**config.mk**
```make
export PLATFORM = sky130hd
export DESIGN_NAME = fence_t_fsm_flat
export DESIGN_NICKNAME = d
export VERILOG_FILES = /design/src/common/flush_pkg.sv /design/src/common/flush_cmd_if.sv /design/src/logic/updown_counter.sv /design/src/fence_t/fence_t_fsm.sv /design/src/flat_wrapper.sv
export VERILOG_INCLUDE_DIRS = /design/src /design/src/common
export SDC_FILE = /design/constraint.sdc
export NUM_CORES = 1
export LEC_CHECK = 0
export ABC_AREA = 1
export BUFFER_PORTS_ARGS = -buffer_cell sky130_fd_sc_hd__buf_2
export CAP_MARGIN = 20
export CORE_MARGIN = 5
export CORE_UTILIZATION = 54
export DETAILED_ROUTE_END_ITERATION = 6
export GPL_ROUTABILITY_DRIVEN = 1
export GPL_TIMING_DRIVEN = 0
export PLACE_DENSITY_LB_ADDON = 0.1
export SLEW_MARGIN = 20
export SYNTH_ARGS = -nofsm -noshare
export SYNTH_HDL_FRONTEND = slang
export SYNTH_SLANG_ARGS = --single-unit
```
**constraint.sdc**
```tcl
create_clock -name clk_i -period 2.83 [get_ports clk_i]
set_clock_uncertainty 0.2 [all_clocks]
set_input_delay 0.566 -clock clk_i [delete_from_list [all_inputs] [get_ports clk_i]]
set_output_delay 0.566 -clock clk_i [all_outputs]
set_load 0.01 [all_outputs]
```
**src/common/flush_defs.svh**
```systemverilog
// Flush controller constants shared by RTL and testbench
`ifndef FLUSH_DEFS_SVH
`define FLUSH_DEFS_SVH

// Virtual address width of PC and restart address
`define FLUSH_VLEN 32

// Drain counter value that ends draining, 16 idle cycles in total
`define FENCE_T_DRAIN_MAX 15

// Cycles with the micro-architectural reset held low
`define FENCE_T_RST_CYCLES 16

// Width of the cache-init hold shift register
`define CACHE_INIT_HOLD 3

`endif

```
**src/common/flush_pkg.sv**
```systemverilog
// Flush controller package with privilege and fence.t state types
package flush_pkg;

  // RISC-V privilege level, encoded as in mstatus.MPP
  typedef enum logic [1:0] {
    PRIV_LVL_U = 2'b00,
    PRIV_LVL_S = 2'b01,
    PRIV_LVL_M = 2'b11
  } priv_lvl_e;

  // fence.t sequencer states
  typedef enum logic [2:0] {
    FT_IDLE         = 3'd0,  // Waiting for fence.t
    FT_FLUSH_DCACHE = 3'd1,  // Waiting for the dcache flush ack
    FT_DRAIN        = 3'd2,  // Cache must stay idle long enough
    FT_PAD          = 3'd3,  // Padding count running out
    FT_RST_UARCH    = 3'd4   // Micro-reset held low
  } fence_t_state_e;

endpackage

```
**src/common/flush_cmd_if.sv**
```systemverilog
// Control levels shared by flush decoder, dcache fence unit and fence.t sequencer
interface flush_cmd_if;

  logic dcache_req;     // One-cycle dcache flush request from the decoder
  logic fence_t_start;  // One-cycle fence.t start strobe
  logic fence_active;   // Dcache flush waiting for its ack
  logic seq_busy;       // fence.t sequencer not idle

  // Decoder raises requests, watches both busy levels for halt
  modport decoder (
    output dcache_req,
    output fence_t_start,
    input  fence_active,
    input  seq_busy
  );

  modport cache (
    input  dcache_req,
    output fence_active
  );

  modport seq (
    input  fence_t_start,
    output seq_busy
  );

endinterface

```
**src/logic/updown_counter.sv**
```systemverilog
// Generic up/down counter with synchronous clear, load and enable
module updown_counter #(
  parameter int unsigned WIDTH = 4
) (
  input  logic             clk_i,
  input  logic             rst_ni,
  input  logic             clear_i,  // Highest priority, back to zero
  input  logic             en_i,     // Count step enable
  input  logic             load_i,   // Load d_i, wins over counting
  input  logic             down_i,   // Count direction
  input  logic [WIDTH-1:0] d_i,
  output logic [WIDTH-1:0] q_o
);

  logic [WIDTH-1:0] cnt_d, cnt_q;

  // Next value, clear before load before count
  always_comb begin
    cnt_d = cnt_q;
    if (clear_i) begin
      cnt_d = '0;
    end else if (load_i) begin
      cnt_d = d_i;
    end else if (en_i) begin
      cnt_d = down_i ? cnt_q - WIDTH'(1) : cnt_q + WIDTH'(1);  // Wraps, callers gate en_i
    end
  end

  always_ff @(posedge clk_i or negedge rst_ni) begin
    if (!rst_ni) begin
      cnt_q <= '0;
    end else begin
      cnt_q <= cnt_d;
    end
  end

  assign q_o = cnt_q;

endmodule

```
**src/fence_t/fence_t_fsm.sv**
```systemverilog
// fence.t sequencer, dcache flush, drain, padding and timed micro-architectural reset
`include "flush_defs.svh"

module fence_t_fsm
  import flush_pkg::*;
(
  input  logic        clk_i,
  input  logic        rst_ni,
  input  logic        flush_dcache_ack_i,
  input  logic        cache_busy_i,      // Restarts the drain count
  input  logic [31:0] fence_t_pad_i,
  input  logic [31:0] pad_cnt_i,         // Remaining padding from pad_timer
  output logic        rst_uarch_no,      // Active low micro-reset
  output logic        cache_init_no,     // Keep caches from initialising
  output logic        stall_cache_o,
  output logic [31:0] fence_t_ceil_o,    // Padding already consumed, drain exit only
  flush_cmd_if.seq    cmd
);

  fence_t_state_e                        state_d, state_q;
  logic [3:0]                            drain_cnt;
  logic [3:0]                            rst_cnt_d, rst_cnt_q;
  logic [`CACHE_INIT_HOLD-1:0]           cache_init_d, cache_init_q;
  logic                                  in_rst;

  // Drain counter, cache must be idle 16 cycles in a row
  updown_counter #(
    .WIDTH (4)
  ) i_drain_cnt (
    .clk_i,
    .rst_ni,
    .clear_i (cache_busy_i),                         // Busy restarts from zero
    .en_i    (drain_cnt != 4'(`FENCE_T_DRAIN_MAX)),  // Saturate at the limit
    .load_i  (1'b0),
    .down_i  (1'b0),
    .d_i     (4'b0),
    .q_o     (drain_cnt)
  );

  // --------------------------------------------------------------------------
  // Sequencer
  // --------------------------------------------------------------------------
  always_comb begin
    state_d        = state_q;
    rst_cnt_d      = rst_cnt_q;
    in_rst         = 1'b0;
    fence_t_ceil_o = '0;

    unique case (state_q)
      FT_IDLE: begin
        if (cmd.fence_t_start) state_d = FT_FLUSH_DCACHE;
      end
      FT_FLUSH_DCACHE: begin
        if (flush_dcache_ack_i) state_d = FT_DRAIN;  // Dcache written back
      end
      FT_DRAIN: begin
        if (drain_cnt == 4'(`FENCE_T_DRAIN_MAX)) begin
          state_d = FT_PAD;
          // Zero when padding already expired
          fence_t_ceil_o = (pad_cnt_i == '0) ? '0 : fence_t_pad_i - pad_cnt_i;
        end
      end
      FT_PAD: begin
        if (pad_cnt_i == '0) state_d = FT_RST_UARCH;
      end
      FT_RST_UARCH: begin
        in_rst = 1'b1;
        if (rst_cnt_q == 4'(`FENCE_T_RST_CYCLES - 1)) begin
          rst_cnt_d = 4'b0;
          state_d   = FT_IDLE;
        end else begin
          rst_cnt_d = rst_cnt_q + 4'd1;
        end
      end
      default: begin
        state_d = FT_IDLE;  // Unused encodings recover to idle
      end
    endcase
  end

  assign rst_uarch_no = ~in_rst;

  // Cache init held off through reset plus the shift register depth
  assign cache_init_d  = {cache_init_q[`CACHE_INIT_HOLD-2:0], in_rst};
  assign cache_init_no = in_rst | (|cache_init_q);

  // Busy covers the whole sequence, caches take no new requests
  assign cmd.seq_busy  = (state_q != FT_IDLE);
  assign stall_cache_o = cmd.seq_busy;

  always_ff @(posedge clk_i or negedge rst_ni) begin
    if (!rst_ni) begin
      state_q      <= FT_IDLE;
      rst_cnt_q    <= 4'b0;
      cache_init_q <= '0;
    end else begin
      state_q      <= state_d;
      rst_cnt_q    <= rst_cnt_d;
      cache_init_q <= cache_init_d;
    end
  end

endmodule

```
**src/flat_wrapper.sv**
```systemverilog
// flat-port wrapper written by rule: the top's interface ports become plain ports
module fence_t_fsm_flat import flush_pkg::*;
  (clk_i, rst_ni, flush_dcache_ack_i, cache_busy_i, fence_t_pad_i, pad_cnt_i, rst_uarch_no, cache_init_no, stall_cache_o, fence_t_ceil_o, cmd_fence_t_start, cmd_seq_busy);
  flush_cmd_if cmd_i ();
  input  logic clk_i;
  input  logic rst_ni;
  input  logic flush_dcache_ack_i;
  input  logic cache_busy_i;
  input  logic [31:0] fence_t_pad_i;
  input  logic [31:0] pad_cnt_i;
  output logic rst_uarch_no;
  output logic cache_init_no;
  output logic stall_cache_o;
  output logic [31:0] fence_t_ceil_o;
  input wire logic [$bits(cmd_i.fence_t_start)-1:0] cmd_fence_t_start;
  output wire logic [$bits(cmd_i.seq_busy)-1:0] cmd_seq_busy;
  assign cmd_i.fence_t_start = cmd_fence_t_start;
  assign cmd_seq_busy = cmd_i.seq_busy;
  fence_t_fsm u_core (.clk_i(clk_i), .rst_ni(rst_ni), .flush_dcache_ack_i(flush_dcache_ack_i), .cache_busy_i(cache_busy_i), .fence_t_pad_i(fence_t_pad_i), .pad_cnt_i(pad_cnt_i), .rst_uarch_no(rst_uarch_no), .cache_init_no(cache_init_no), .stall_cache_o(stall_cache_o), .fence_t_ceil_o(fence_t_ceil_o), .cmd(cmd_i));
endmodule
```
# == Yosys cells after proc, flatten, opt, wreduce, memory -nomap -nowiden ==
# Cells that the tools add are included.
# totals
register_bits,14
latchBits,0
ram_bits,0
mem_bits_ro,0
word_cells,40
memories,0
# classes
addsub,3
n_mul,0
n_div,0
order_cmp,0
eq_ne,12
n_shift,0
muxes,13
bitwise,2
reduce_logical,6
# op_table
op,n
32-bit 2-to-1 mux,3
32-bit logical NOT,1
32-bit subtractor,1
3-bit 2-to-1 mux,5
3-bit case mux with 5 select lines,1
4-bit 2-to-1 mux,3
4-bit by 1-bit adder with 4-bit output (second input constant),2
4-bit == test (second input constant),2
3-bit by 2-bit == test with 1-bit output (second input constant),2
2-bit by 1-bit inequality test with 1-bit output (second input constant),3
5-bit AND reduction,1
2-bit inequality test (second input constant),2
4-bit inequality test (second input constant),1
3-bit by 1-bit == test with 1-bit output (second input constant),1
3-bit == test (second input constant),1
3-bit logical NOT,1
3-bit nonzero test,1
3-bit OR reduction,1
2-bit nonzero test,1
1-bit 2-to-1 mux,1
1-bit inverter,1
1-bit OR,1

# == Depth between registers and ports, before layout ==
# depth
ltp_word,4
depth_mapped,14

# == By module ==
# Synthesis repeated with hierarchy kept, for this count alone.
# hier_totals
hier_cells,690
area_unflattened_um2,3613.5
# modules_own_cells
module,instances,cells_per_inst,area_per_inst_um2,seq_area_each_um2
fence_t_fsm,1,644,3301.9,250.2
updown_counter,1,46,311.5,100.1

# == Least setup slack after synthesis ==
# Ideal clock, no wire load.
# synth_path
path_kind,input -> output
startpoint,input port fence_t_pad_i[0]
endpoint,output port fence_t_ceil_o[24]
arrival_time_ns,1.965
setup_slack_ns,0.099
cell_stages,12
path_buffers,0
cell_sequence,inv_1 > ha_1 > fa_1 > inv_1 > nand3_1 > nand3_1 > nand2_1 > nand2_1 > nand2_1 > nand4_1 > nand2_1 > nor2_1
# synth_via
elab_chain_cells,4
# synth_lines
element,line,rtl
start: declaration,flat_wrapper.sv:9,input logic [31:0] fence_t_pad_i;
32-bit subtractor,fence_t_fsm.sv:60,fence_t_ceil_o = (pad_cnt_i == '0) ? '0 : fence_t_pad_i - pad_cnt_i;
32-bit 2-to-1 mux,fence_t_fsm.sv:60,
32-bit 2-to-1 mux,fence_t_fsm.sv:57,if (drain_cnt == 4'(`FENCE_T_DRAIN_MAX)) begin
32-bit 2-to-1 mux,fence_t_fsm.sv:49,unique case (state_q)
end: declaration,flat_wrapper.sv:14,output logic [31:0] fence_t_ceil_o;
# No other way between the ends.

# == Final worst setup path ==
# layout_path
startpoint,input port pad_cnt_i[9]
endpoint,output port fence_t_ceil_o[10]
# layout_via
elab_chain_cells,4
elab_cells_between_ends,5
# layout_lines
element,line,rtl
start: declaration,flat_wrapper.sv:10,input logic [31:0] pad_cnt_i;
32-bit subtractor / 32-bit logical NOT (equally long branches),fence_t_fsm.sv:60,
32-bit 2-to-1 mux (*),fence_t_fsm.sv:60,
32-bit 2-to-1 mux (*),fence_t_fsm.sv:57,
32-bit 2-to-1 mux (*),fence_t_fsm.sv:49,
# Every way passes the cells marked *; elsewhere a longest branch is shown, timed or not.

==> flow_summary.json <==
{
  "outcome": "complete, but fails checks",
  "violations": "negative setup slack",
  "synth_area_sq_um": 3450,
  "clockRootBuffer": "clkbuf_8",
  "top_level_ports": 105,
  "worstMarginPinSlew_ns": 0.466,
  "synthArstFlopShare": 1.00,
  "intPower_uw": 813,
  "synthSimpleGateAreaFrac": 0.476,
  "worstPathMaxFanout": 4,
  "place_hpwl_um": 8760,
  "switching_power_uw": 790,
  "clkSinkCount": 14,
  "syn_nets": 770,
  "hold_viol_final": 0,
  "post-place-ws_ns": -0.269,
  "via_count": 4823,
  "synthCells": 666,
  "yosysTopAreaCell": "nand2_1",
  "synth_area_leaders": "nand2_1 24%, inv_1 16%, ha_1 12%",
  "cts_tree": "built",
  "synthAdderAreaFrac": 0.129,
  "cts_made_buffers": 3,
  "rows": 29,
  "clk_path_buf_depth": 2,
  "critPathLaunchType": "input pin",
  "grt_pass1_vias": 4200,
  "synth-edff-count": 0,
  "synthXorXnorAreaFrac": 0.0254,
  "dieArea_sq_um": 8080,
  "power_frac_comb": 0.708,
  "synthToLayoutAreaGrowth_pct": 56.6,
  "synth_seq_area_share": 0.102,
  "slowest_delay_ns": 0.23,
  "yosysTopAreaCellShare": 0.241,
  "placed_area_sq_um": 4070,
  "cap_violations": 0,
  "insertion_delay_ns": 0.25,
  "crit_chain": "buf_6 > inv_4 > ha_4 > nand2_1 > nand2_1 > inv_1 > nand2_2 > inv_1 > nand3_4 > buf_4 > buf_4 > a21oi_1 > buf_2",
  "ys_ff_latch": 14,
  "h-tree-depth": 1,
  "clkPwrFrac": 0.122,
  "die_x_um": 89.9,
  "power.share.switching": 0.493,
  "place_congestion": 0.968,
  "critPathTopFamily": "buffers and inverters",
  "fillers": 372,
  "worst_ep_arrival_time_ns": 2.11,
  "synth_top_family_by_area": "simple AND/OR/NAND/NOR gates",
  "overflow": 0,
  "powerDensity_nw_per_um2": 297,
  "synth_compound_area_frac": 0.0914,
  "antenna_left": 0,
  "fmax_mhz": 347,
  "worstPathBufferInverterCount": 7,
  "hold_path_class": "in -> async",
  "critical_path_class": "in -> out",
  "fin_crit_ns": 2.88,
  "port_buffers": 104,
  "clk_pin_slew_ns": 0.06,
  "rsz0062_at_grt": "true",
  "initialDrtViolationCount": 300,
  "setup_viol": 11,
  "vdd.ir_drop.worst_mv": 0.453,
  "reg2reg_slack_ns": 0.96,
  "worst_setup_path_end_kind": "primary output",
  "wl_um": 14100,
  "grt_first_pass_wirelength_um": 18400,
  "post-route-util": 0.860,
  "grt_max_degree": 15,
  "detail_route.wl_per_cell_um": 15.9,
  "cp_slowest_cell": "ha_4",
  "ys_warn_count": 0,
  "seq_power_share": 0.171,
  "yosysMostFrequentCell": "nand2_1",
  "synth_flop_cell": "dfrtp_1",
  "core_sq_um": 6280,
  "viasPerCell": 5.46,
  "antennaDiodeCount": 0,
  "die_height_um": 89.9,
  "grt_usage": 0.263,
  "cp_data_required_time_ns": 2.06,
  "synthTopCellsByCount": "221 x nand2_1, 150 x inv_1, 76 x nor2_1",
  "finalInstanceArea_sq_um": 5400,
  "avgSynthCellArea_sq_um": 5.18,
  "final-max-slew-violation-count": 0,
  "worst_r2r_path_depth": 9,
  "yosysUniqueCellTypes": 28,
  "r2r-end": "u_core.state_q[1]",
  "rr_startpoint": "u_core.i_drain_cnt.q_o[0]",
  "p_leak_nw": 3.02,
  "final.setup.worst_slack_ns": -0.0489,
  "synthMuxAreaShare": 0,
  "nNetsFinal": 911,
  "start_util": 0.549,
  "first_pass_iters": 5,
  "drc": 0,
  "maxSlewHeadroom": 0.686,
  "antenna_found_initial": 0,
  "finalCritPeriodShare": 1.02,
  "drive_gt1_frac": 0.437
}
## flip-flops by register name, indices dropped and copies added, names as in the netlist
name                    cells
u_core.state_q              3
u_core.cache_init_q         3
u_core.rst_cnt_q            4
u_core.i_drain_cnt.q_o      4
## metrics by stage
step / power [mW] / std cells / hold WS (ns) / setup TNS, ns
after floorplan: 0.803 / 666 / 0.0704 / 0
after global placement: 0.989 / 847 / 0.162 / -2.26
after detailed placement: 1.01 / 847 / 0.169 / -2.50
after CTS: 1.30 / 856 / 0.00845 / -0.0487
after global routing: 1.71 / 883 / 0.0309 / -2.07
final: 1.60 / 883 / 0.0113 / -0.231
## final cells by class
type                    count  area [sq um]  share of cell area
flip-flops and latches     14           350              0.0649
multi-input cells         492          3450               0.638
repair buffers            136           822               0.152
plain buffers               3          22.5             0.00417
inverters                 157           607               0.112
clock buffers               4          55.1              0.0102
well taps                  77          96.3              0.0178
## power by group through the flow
stage	Sequential, mW	Clock [mW]	Combinational (mW)
global route	0.279	0.203	1.23
CTS	0.268	0.198	0.837
global placement	0.269	0	0.720
detailed placement	0.271	0	0.738
floorplan	0.263	0	0.540
finish	0.273	0.195	1.14
## metal layers
metal,track usage,part of all wire,vias up
li1,-,-,2307
met5,0,0,-
met4,0.0744,0.045,0
met3,0.0351,0.070,69
met2,0.490,0.51,252
met1,0.310,0.38,2195
## worst max-delay path by stage
stage / from / slack, ns / to / cells after the start
after floorplan: fence_t_pad_i[0] / 0.1 / fence_t_ceil_o[24] / 12
after global placement: fence_t_pad_i[0] / -0.24 / fence_t_ceil_o[16] / 13
after detailed placement: fence_t_pad_i[0] / -0.27 / fence_t_ceil_o[16] / 13
after CTS: pad_cnt_i[8] / -0.02 / fence_t_ceil_o[25] / 12
after global routing: pad_cnt_i[6] / -0.14 / fence_t_ceil_o[19] / 15
final: pad_cnt_i[9] / -0.05 / fence_t_ceil_o[10] / 13
## cells in the final DEF (no fill, tap or decap), types with 21 or more instances in the layout
cell type,netlist,layout
nand2_1,221,161
inv_1,150,116
buf_2,1,98
nor2_1,76,52
nand2_2,8,46
inv_2,6,34
buf_4,2,33
ha_4,0,28
a21oi_1,40,26
nand3_1,38,25
nand2_4,0,21
## kinds of logic after synthesis
logic type               after synthesis
buffers and inverters                160
adder cells (fa/ha/maj)               35
AND/OR/NAND/NOR                      387
flip-flops                            14
AO/OA/AOI/OAI                         60
XOR/XNOR                              10
## timing repair
item | CTS | global route
hold buffers | 0 | 0
pin swaps | 10 | 71
setup buffers | 5 | 27
setup endpoints to repair | 21 | 31
gates resized for setup | 70 | 185
endpoints found under the hold margin | 0 | 0
(Power assumes the default switching activity.)
