## config.mk

```make
export PLATFORM = sky130hd
export DESIGN_NAME = pad_timer
export DESIGN_NICKNAME = d
export VERILOG_FILES = /design/src/common/flush_defs.svh /design/src/common/flush_pkg.sv /design/src/logic/updown_counter.sv /design/src/fence_t/pad_timer.sv
export SDC_FILE = /design/constraint.sdc
export NUM_CORES = 1
export LEC_CHECK = 0
export BUFFER_PORTS_ARGS = -buffer_cell sky130_fd_sc_hd__buf_2
export CORE_AREA = 8 8 76 78
export DETAILED_ROUTE_END_ITERATION = 10
export DIE_AREA = 0 0 84 86
export HOLD_SLACK_MARGIN = 0.06
export PLACE_DENSITY = 0.69
export SETUP_SLACK_MARGIN = 0.3
export SLEW_MARGIN = 20
export SYNTH_ARGS = -nofsm -noshare
export SYNTH_HDL_FRONTEND = slang
export SYNTH_SLANG_ARGS = --single-unit
```

## constraint.sdc

```tcl
create_clock -name clk_i -period 3.5 [get_ports clk_i]
set_input_delay 0.7 -clock clk_i [delete_from_list [all_inputs] [get_ports clk_i]]
set_output_delay 0.7 -clock clk_i [all_outputs]
set_load 0.01 [all_outputs]
```

## src/common/flush_defs.svh

```systemverilog
// Flush controller constants shared by RTL and testbench
`ifndef FLUSH_DEFS_SVH
`define FLUSH_DEFS_SVH

// Virtual address width of PC and restart address
`define FLUSH_VLEN 32

// Drain counter value that ends draining, 16 idle cycles in total
`define FENCE_T_DRAIN_MAX 15

// Cycles with the micro-architectural reset held low
`define FENCE_T_RST_CYCLES 16

// Width of the cache-init hold shift register
`define CACHE_INIT_HOLD 3

`endif

```

## src/common/flush_pkg.sv

```systemverilog
// Flush controller package with privilege and fence.t state types
package flush_pkg;

  // RISC-V privilege level, encoded as in mstatus.MPP
  typedef enum logic [1:0] {
    PRIV_LVL_U = 2'b00,
    PRIV_LVL_S = 2'b01,
    PRIV_LVL_M = 2'b11
  } priv_lvl_e;

  // fence.t sequencer states
  typedef enum logic [2:0] {
    FT_IDLE         = 3'd0,  // Waiting for fence.t
    FT_FLUSH_DCACHE = 3'd1,  // Waiting for the dcache flush ack
    FT_DRAIN        = 3'd2,  // Cache must stay idle long enough
    FT_PAD          = 3'd3,  // Padding count running out
    FT_RST_UARCH    = 3'd4   // Micro-reset held low
  } fence_t_state_e;

endpackage

```

## src/logic/updown_counter.sv

```systemverilog
// Generic up/down counter with synchronous clear, load and enable
module updown_counter #(
  parameter int unsigned WIDTH = 4
) (
  input  logic             clk_i,
  input  logic             rst_ni,
  input  logic             clear_i,  // Highest priority, back to zero
  input  logic             en_i,     // Count step enable
  input  logic             load_i,   // Load d_i, wins over counting
  input  logic             down_i,   // Count direction
  input  logic [WIDTH-1:0] d_i,
  output logic [WIDTH-1:0] q_o
);

  logic [WIDTH-1:0] cnt_d, cnt_q;

  // Next value, clear before load before count
  always_comb begin
    cnt_d = cnt_q;
    if (clear_i) begin
      cnt_d = '0;
    end else if (load_i) begin
      cnt_d = d_i;
    end else if (en_i) begin
      cnt_d = down_i ? cnt_q - WIDTH'(1) : cnt_q + WIDTH'(1);  // Wraps, callers gate en_i
    end
  end

  always_ff @(posedge clk_i or negedge rst_ni) begin
    if (!rst_ni) begin
      cnt_q <= '0;
    end else begin
      cnt_q <= cnt_d;
    end
  end

  assign q_o = cnt_q;

endmodule

```

## src/fence_t/pad_timer.sv

```systemverilog
// fence.t padding timer, down-counter started by a timer irq edge or a U-mode exit
module pad_timer
  import flush_pkg::*;
(
  input  logic        clk_i,
  input  logic        rst_ni,
  input  logic        time_irq_i,         // CLINT timer interrupt level
  input  priv_lvl_e   priv_lvl_i,
  input  logic        fence_t_src_sel_i,  // 0 timer irq edge, 1 leaving U-mode
  input  logic [31:0] fence_t_pad_i,      // Padding length in cycles
  output logic [31:0] pad_cnt_o
);

  logic      time_irq_q;
  priv_lvl_e priv_lvl_q;
  logic      load_pad;
  logic      irq_rise;
  logic      user_exit;

  assign irq_rise  = time_irq_i & ~time_irq_q;
  assign user_exit = (priv_lvl_q == PRIV_LVL_U) && (priv_lvl_i != PRIV_LVL_U);
  assign load_pad  = fence_t_src_sel_i ? user_exit : irq_rise;

  always_ff @(posedge clk_i or negedge rst_ni) begin
    if (!rst_ni) begin
      time_irq_q <= 1'b0;
      priv_lvl_q <= PRIV_LVL_M;  // Core leaves reset in M-mode
    end else begin
      time_irq_q <= time_irq_i;
      priv_lvl_q <= priv_lvl_i;
    end
  end

  // Count down to zero and stop there
  updown_counter #(
    .WIDTH (32)
  ) i_pad_cnt (
    .clk_i,
    .rst_ni,
    .clear_i (1'b0),
    .en_i    (|pad_cnt_o),
    .load_i  (load_pad),
    .down_i  (1'b1),
    .d_i     (fence_t_pad_i),
    .q_o     (pad_cnt_o)
  );

endmodule

```

-- Yosys cells after proc, flatten, opt, wreduce, memory -nomap -nowiden
Index checks and enable logic that the tools add are counted.
- bits in registers: 35
- bits of input ports: 38
- output and inout bits: 32
- word-level logic and storage cells: 14
- $add $sub $neg: 1
- muxes and demuxes: 3
- bitwise operators: 2
- reduce and logical (&&, ||, !) cells: 5
- operators by type and width (operator ; count):
    two-way mux 32 bit ; 2
    OR reduction 32 bit ; 1
    subtractor 32 x 1 -> 32 bit, second input constant ; 1
    nonzero test 2 bit ; 2
    logical NOT 2 bit ; 1
    bitwise AND 1 bit ; 1
    logical AND 1 bit ; 1
    two-way mux 1 bit ; 1
    NOT 1 bit ; 1

-- Logic depth before layout (Yosys ltp)
Gate-level depths: netlist of the first run.
- depth after elaboration: 4
- gate-level depth with buffers: 8

-- Modules after synthesis
Synthesis of the first run repeated with hierarchy kept, for this count alone.
- cells, all modules: 424
- area, all modules: 3418.3 um2
- by module, submodules not included (module ; instances ; cells each ; area an instance (um2) ; sequential area each (um2)):
    updown_counter ; 1 ; 404 ; 3235.6 ; 800.8
    pad_timer ; 1 ; 20 ; 182.7 ; 77.6

-- Worst setup path before layout of the first run
No wires, ideal clock.
- path type: reg2reg
- from: register i_pad_cnt.cnt_q[0] (netlist: i_pad_cnt.q_o[0])
- to: register i_pad_cnt.cnt_q[12] (netlist: i_pad_cnt.q_o[12])
- library setup time: 77 ps
- data arrival time: 2432 ps
- data required time: 3423 ps
- slack: 991 ps
- cell stages (with the launch flop): 9
- clock period less this slack: 2509 ps
- cells stage by stage: dfrtp_1 > inv_1 > ha_1 > or3b_2 > or3_1 > clkbuf_2 > or4_1 > or3_1 > a21oi_1
- cells in the longest elaborated chain, start to end: 3
- ends and longest elaborated chain (what ; line ; text):
    from (decl) ; updown_counter.sv:15 ; logic [WIDTH-1:0] cnt_d, cnt_q;
    from (signal assigned) ; updown_counter.sv:33 ; cnt_q <= cnt_d;
    subtractor 32 x 1 -> 32 bit ; updown_counter.sv:25 ; cnt_d = down_i ? cnt_q - WIDTH'(1) : cnt_q + WIDTH'(1);
    two-way mux 32 bit ; updown_counter.sv:24 ; end else if (en_i) begin
    two-way mux 32 bit ; updown_counter.sv:22 ; end else if (load_i) begin
Several ways; a longest one is shown, not always the timed one. The select of a mux whose other input is x is not followed.
A chain may end at the register's enable or synchronous reset.

-- Final worst setup path of the first run
Ends and elaborated chain as after synthesis.

==> reports/metrics.csv, run 1 <==
metric;value;unit
max incr delay on CP;0.51;ns
VDD IR max;261.9;uV
status;finished clean;
Root Driver;clkbuf_8;
# port buffers;69;
postcts setup bufs;0;
Sink Count;35;
Die W;84;um
Worst-path clk slew;0.07;ns
core area;4598;um2
post-synthesis cell count;222;
worst path bufs/invs;1;
Reg2Reg Depth;7;
first-pass GRT wire length;9128;um
final setup TNS;0;ns
GP Congestion;0.8419;
critical path capture point type;flop;
ant diodes;0;
die area;7224;um2
Final nets;329;
Max FO, Critical Path;7;
row cnt;25;
reg2reg start;i_pad_cnt.q_o[0];
Pwr Density;549.8;nW/um2
grt total ovfl;0;
YS warnings;0;
Max Fclk;380.7;MHz
Top Ports;70;
Min Hold Slack;0.4790;ns
Synth cell types;37;
Initial Util;42.67;%
Max transition margin;48.06;%
Final Cycle Share;75.06;%
CTS resizes;0;
Syn Area/Cell;8.837;um2
DR vias;1877;
kind of critical path;flop to flop;
Synth area leaders;dfrtp_1, nor2_1, or3_1, a21oi_1, xnor2_1;
Iter 0 DRT Violations;94;
Avg WL per Cell;15.44;um
Top Family by Delay on Critical Path;simple AND/OR/NAND/NOR gates;
fin. max-slew vios;0;
Max Cap Viol;0;
Post-Syn Area;1962;um2
dpl hpwl;4057;um
Area Growth Syn to Fin;26.72;%
Final Routed Wirelength;5327;um
critical path arrival;2.83;ns
biggest area consumer among synthesized cells;dfrtp_1;
post-synthesis net count;261;
crit-path cells;inv_1, ha_1, or3b_2, or3_1, or4_1, or3_1, a21oi_1;
register area share after synthesis;44.77;%
ANT nets after route;0;
H-tree levels;2;
DRC Markers;0;
CTS tree;built;
Layout Skew;0.009593;ns
CTS hold repair buffers;0;
CP dominant cell by count;or3_1;
clock insertion delay at the later pin of the skew report;0.29;ns
Die Ht;86;um
total track usage;15.01;%
Yosys reg bits;35;
drt first pass iters;4;
Worst Tran Pin Value;0.7791;ns
Tmin final;2.627;ns
vias in the first global route;1971;
Via density;5.441;
initial antenna violation count;0;
# setup viols final;0;
Layout fillers;437;
reg-to-reg setup timing slack;0.87;ns
largest net degree at the start of global routing;36;
slowest CP cell;or3b_2;
number of CTS-inserted buffers;5;
final hold vios;0;
required time worst endpoint;3.71;ns
CTS max path bufs;2;
unrepaired setup endpoints after global routing;false;
Worst R2R End;i_pad_cnt.q_o[12];
P_leak;1.030;nW
Final Power;1.367;mW
area fraction of the dominant cell type after synthesis;42.09;%
share of layout cells above drive strength 1;31.27;%
worst min-delay path class;input port to async pin;
crit start category;flop;
## area by class of cell
cell class / count / area (um2) / area share [%]
clock buffers: 6 / 82.58 / 3.322
well taps: 54 / 67.56 / 2.718
repair buffers: 73 / 387.9 / 15.60
clock inverters: 2 / 35.03 / 1.409
flip-flops and latches: 35 / 878.3 / 35.33
inverters: 2 / 7.507 / 0.3020
multi-input cells: 173 / 1027 / 41.32
## kinds of logic after synthesis
group	count (synthesis)	share of synthesized area (%)
adders and majority gates	1	0.6377
buffers and inverters	14	2.870
xor gates and xnor gates	13	5.804
muxes	3	1.594
and+or+nand+nor	106	28.32
DFF	35	44.77
AOI/OAI and AO/OA	50	16.01
## Yosys cell counts
cell,n
o211ai_1,1
nand4b_1,3
dfstp_2,2
nand3_1,4
nand2_1,15
mux2_2,1
or3_1,15
a211oi_1,7
o21ai_0,5
and4_1,1
o21ai_1,1
buf_2,2
xor2_1,6
nor3_1,7
o21a_1,1
or2_2,4
a21oi_1,15
o41ai_1,2
or4_1,8
dfrtp_1,33
clkbuf_2,1
o31ai_1,8
or3b_2,2
clkbuf_1,9
xnor2_1,7
nand2b_1,2
a21o_1,1
mux2i_1,2
and2_1,1
ha_1,1
and3_1,1
nor3_2,1
nand4_1,3
nor4_1,5
nor2_1,34
a31oi_1,9
inv_1,2
## stage by stage
step	cells	util, %	instance area (um2)	setup slack (ns)
5_1_grt	345	54.07	2486	0.6592
3_5_place_dp	337	51.51	2369	0.8654
2_1_floorplan	222	-	1962	0.9906
4_1_cts	345	54.07	2486	0.8673
3_3_place_gp	337	51.51	2369	0.9306
6_report	345	54.07	2486	0.8729
## registers in the layout, indices dropped and copies added (netlist names)
name and cells:
i_pad_cnt.q_o 32, priv_lvl_q 2, time_irq_q 1
## worst max-delay path by stage
stage / startpoint / end / slack, ns / depth (start not counted)
after floorplan: i_pad_cnt.q_o[0] / i_pad_cnt.q_o[12] / 0.99 / 8
after global placement: i_pad_cnt.q_o[0] / i_pad_cnt.q_o[3] / 0.93 / 8
after detailed placement: i_pad_cnt.q_o[0] / i_pad_cnt.q_o[3] / 0.87 / 8
after CTS: i_pad_cnt.q_o[0] / i_pad_cnt.q_o[12] / 0.87 / 7
after global routing: i_pad_cnt.q_o[0] / i_pad_cnt.q_o[3] / 0.66 / 8
final: i_pad_cnt.q_o[0] / i_pad_cnt.q_o[12] / 0.87 / 7
## cells in the final DEF (no fill, tap or decap), drive strengths merged
master  netlist  layout
buf           2      73
nor2         34      34
dfrtp        33      33
nand2        15      15
or3          15      15
a21oi        15      15
a31oi         9       9
or4           8       8
o31ai         8       8
nor3          8       8
xnor2         7       7
a211oi        7       7
xor2          6       6
clkbuf       10       6
o21ai         6       6
nor4          5       5
or2           4       4
nand3         4       4
nand4         3       3
nand4b        3       3
inv           2       2
or3b          2       2
nand2b        2       2
o41ai         2       2
mux2i         2       2
dfstp         2       2
and4          1       1
and3          1       1
o211ai        1       1
o21a          1       1
a21o          1       1
mux2          1       1
and2          1       1
ha            1       1
clkinv        0       1
bufinv        0       1
## layer usage
metal	vias to the layer above	GRT usage, %	wire length (um)
li1	947	-	-
met1	873	18.47	2415
met2	53	24.00	2490
met3	4	5.403	380
met4	0	4.396	41
met5	-	0	0
## power breakdown
part | total, mW | internal, mW | switching [mW]
registers | 0.613 | 0.495 | 0.118
clock network | 0.375 | 0.230 | 0.144
logic | 0.379 | 0.184 | 0.195
## worst reg2reg max path: stages, from the launching register on
cell,delay [ns]
dfrtp_1,0.40
inv_1,0.09
ha_1,0.18
or3b_2,0.51
or3_1,0.46
or4_1,0.44
or3_1,0.32
a21oi_1,0.16
No activity file was read; power rests on OpenSTA's default activity.
==> run 2, diff against run 1 <==
--- a/config.mk
+++ b/config.mk
@@ -5,10 +5,11 @@
 export SDC_FILE = /design/constraint.sdc
 export NUM_CORES = 1
 export LEC_CHECK = 0
+export ABC_AREA = 1
 export BUFFER_PORTS_ARGS = -buffer_cell sky130_fd_sc_hd__buf_2
-export CORE_AREA = 8 8 76 78
+export CORE_AREA = 8 8 85 87
 export DETAILED_ROUTE_END_ITERATION = 10
-export DIE_AREA = 0 0 84 86
+export DIE_AREA = 0 0 93 95
 export HOLD_SLACK_MARGIN = 0.06
 export PLACE_DENSITY = 0.69
 export SETUP_SLACK_MARGIN = 0.3
==> constraint.sdc (replaced) <==
create_clock -name clk_i -period 2.2 [get_ports clk_i]
set_input_delay 0.44 -clock clk_i [delete_from_list [all_inputs] [get_ports clk_i]]
set_output_delay 0.44 -clock clk_i [all_outputs]
set_load 0.01 [all_outputs]
==> reports/metrics.csv, run 2 <==
metric;value;unit;change
status;finished clean;;
biggest area consumer among synthesized cells;dfrtp_1;;
Max transition margin;47.31;%;-0.76 points
fin util;52.67;%;-1.4 points
Synth Flop Type;dfrtp_1;;
Largest register FFs;32;;unchanged
ys async rst share;100.0;%;unchanged
post-synthesis net count;442;;+69%
placed cells;542;;+61%
kind of critical path;flop to flop;;
Worst R2R End;i_pad_cnt.q_o[27];;
post-synthesis cell count;403;;+82%
Root Driver;clkbuf_8;;
Area Growth Syn to Fin;20.83;%;
Max Cap Viol;0;;unchanged
P_leak;1.587;nW;+54%
Yosys reg bits;35;;unchanged
number of CTS-inserted buffers;5;;unchanged
Synth area leaders;dfrtp_1, nor2_1, nand2_1, inv_1, nand3_1;;
critical path capture point type;flop;;
row cnt;28;;+12%
Min Hold Slack;0.2330;ns;-0.2460 ns
top cells by count, synth;nor2_1, nand2_1, inv_1, nand3_1, dfrtp_1;;
GP Congestion;0.9363;;+11%
Avg WL per Cell;13.52;um;-12%
Iter 0 DRT Violations;96;;+2.1%
Layout Skew;0.004613;ns;-0.004980 ns
vias in the first global route;2722;;+38%
critical path arrival;1.90;ns;-0.93 ns
Worst Tran Pin Value;0.7904;ns;+0.01134 ns
DR vias;2693;;+43%
final hold vios;0;;unchanged
Post-Place Worst Slack;0.3645;ns;-0.5009 ns
Initial Util;43.59;%;+0.92 points
share of layout cells above drive strength 1;22.22;%;-9.0 points
most common cell in the synthesized netlist;nor2_1;;
Syn Area/Cell;6.290;um2;-29%
Final Power;2.347;mW;+72%
initial antenna violation count;0;;unchanged
area fraction of the dominant cell type after synthesis;32.58;%;-9.5 points
H-tree levels;2;;unchanged
design area;3063;um2;+23%
register area share after synthesis;34.65;%;-10 points
Synth cell types;29;;-22%
fin. max-slew vios;0;;unchanged
Setup WS post-layout;0.4865;ns;-0.3864 ns
CTS tree;built;;
Sink Count;35;;unchanged
largest net degree at the start of global routing;36;;unchanged
Die Ht;95;um;+10%
Final Non-Filler Cells;552;;+60%
Via density;4.879;;-10%
leading cell type in the layout, fill and taps excluded;nor2_1;;
Final Routed Wirelength;7464;um;+40%
YS warnings;0;;unchanged
grt total ovfl;0;;unchanged
required time worst endpoint;2.38;ns;-1.33 ns
total track usage;17.51;%;+2.5 points
dpl hpwl;5800;um;+43%
Max FO, Critical Path;11;;+4
die area;8835;um2;+22%
reg-to-reg setup timing slack;0.49;ns;-0.39 ns
worst min-delay path class;input port to async pin;;
reg2reg start;i_pad_cnt.q_o[0];;
Pwr Density;766.1;nW/um2;+39%
crit path from;i_pad_cnt.q_o[0];;
Worst-path clk slew;0.07;ns;about the same
Die W;93;um;+11%
# port buffers;69;;unchanged
Post-Syn Area;2535;um2;+29%
Final Cycle Share;77.88;%;+2.8 points
ant diodes;0;;unchanged
Top Ports;70;;unchanged
crit start category;flop;;
drt first pass iters;4;;unchanged
core area;5816;um2;+26%
clock insertion delay at the later pin of the skew report;0.29;ns;about the same
Tmin final;1.713;ns;-0.9136 ns
VDD IR max;433.3;uV;+65%
# setup viols final;0;;unchanged
Reg2Reg Depth;10;;+3
first-pass GRT wire length;12530;um;+37%
Max Fclk;583.6;MHz;+53%
Post-DP Area;2943;um2;+24%
final setup TNS;0;ns;unchanged
Final nets;515;;+57%
DRC Markers;0;;unchanged
CTS max path bufs;2;;unchanged
most frequent cells in the layout;nor2_1, nand2_1, buf_2;;
ANT nets after route;0;;unchanged
Post-synth EDFFs;0;;unchanged
unrepaired setup endpoints after global routing;false;;
==> run 2: cell count changes in the layout (fill, tap and decap cells not counted), sizes merged, moves of 9 or more <==
cell and delta:
nand2 +88, nor2 +83, inv +52, nand3 +31
o21ai +17, or3 -15, a31oi -9
==> run 2: worst max path at each step <==
stage	slack (ns)	to	cells past startpoint
after detailed placement	0.36	i_pad_cnt.q_o[0]	8
final	0.49	i_pad_cnt.q_o[27]	10
after global placement	0.45	i_pad_cnt.q_o[28]	9
after floorplan	0.56	i_pad_cnt.q_o[26]	10
after global routing	0.31	i_pad_cnt.q_o[20]	8
after CTS	0.35	i_pad_cnt.q_o[0]	8
==> run 2: worst max-delay path, cell delays in order, from the launching register on <==
cell	delay [ns]
dfrtp_1	0.40
inv_1	0.14
ha_2	0.25
nand2_4	0.09
nor2_8	0.16
nand3_4	0.14
nor2_4	0.15
buf_12	0.15
nor2_1	0.04
nand2_1	0.06
inv_1	0.03
==> run 2: layer usage <==
layer	GRT usage (%)	part of all wire, %
met1	20.75	43
met2	30.59	49
met3	3.651	6.2
met4	6.309	2.1
met5	0	0
==> run 2: repair_timing <==
| action | in CTS | in global routing |
|---|---|---|
| setup buffers | 0 | 1 |
| setup endpoints to repair | 0 | 15 |
| hold buffers | 0 | 0 |
| resized for setup | 0 | 2 |
==> run 2: cell type report <==
cell class                 count  area, um2
fill                         641       2753
multi-input combinational    307       1419
sequential                    35      878.3
timing repair buffer          73      387.9
inverter                      54      202.7
tap                           75      93.84
clock buffer                   7      76.32
clock inverter                 1      5.005
==> run 2: cells by family (layout without fill, tap and decap cells) <==
kind of cell	Yosys count	in the layout	synth area share (%)
buffers and inverters	62	135	10.12
xor gates and xnor gates	3	3	1.037
adders and majority gates	1	1	0.4935
and+or+nand+nor	267	268	46.35
DFF	35	35	34.65
AOI/OAI and AO/OA	35	35	7.355
==> run 2: power breakdown <==
part / switching [mW] / internal [mW]
registers: 0.194 / 0.790
logic: 0.554 / 0.349
clock network: 0.238 / 0.222
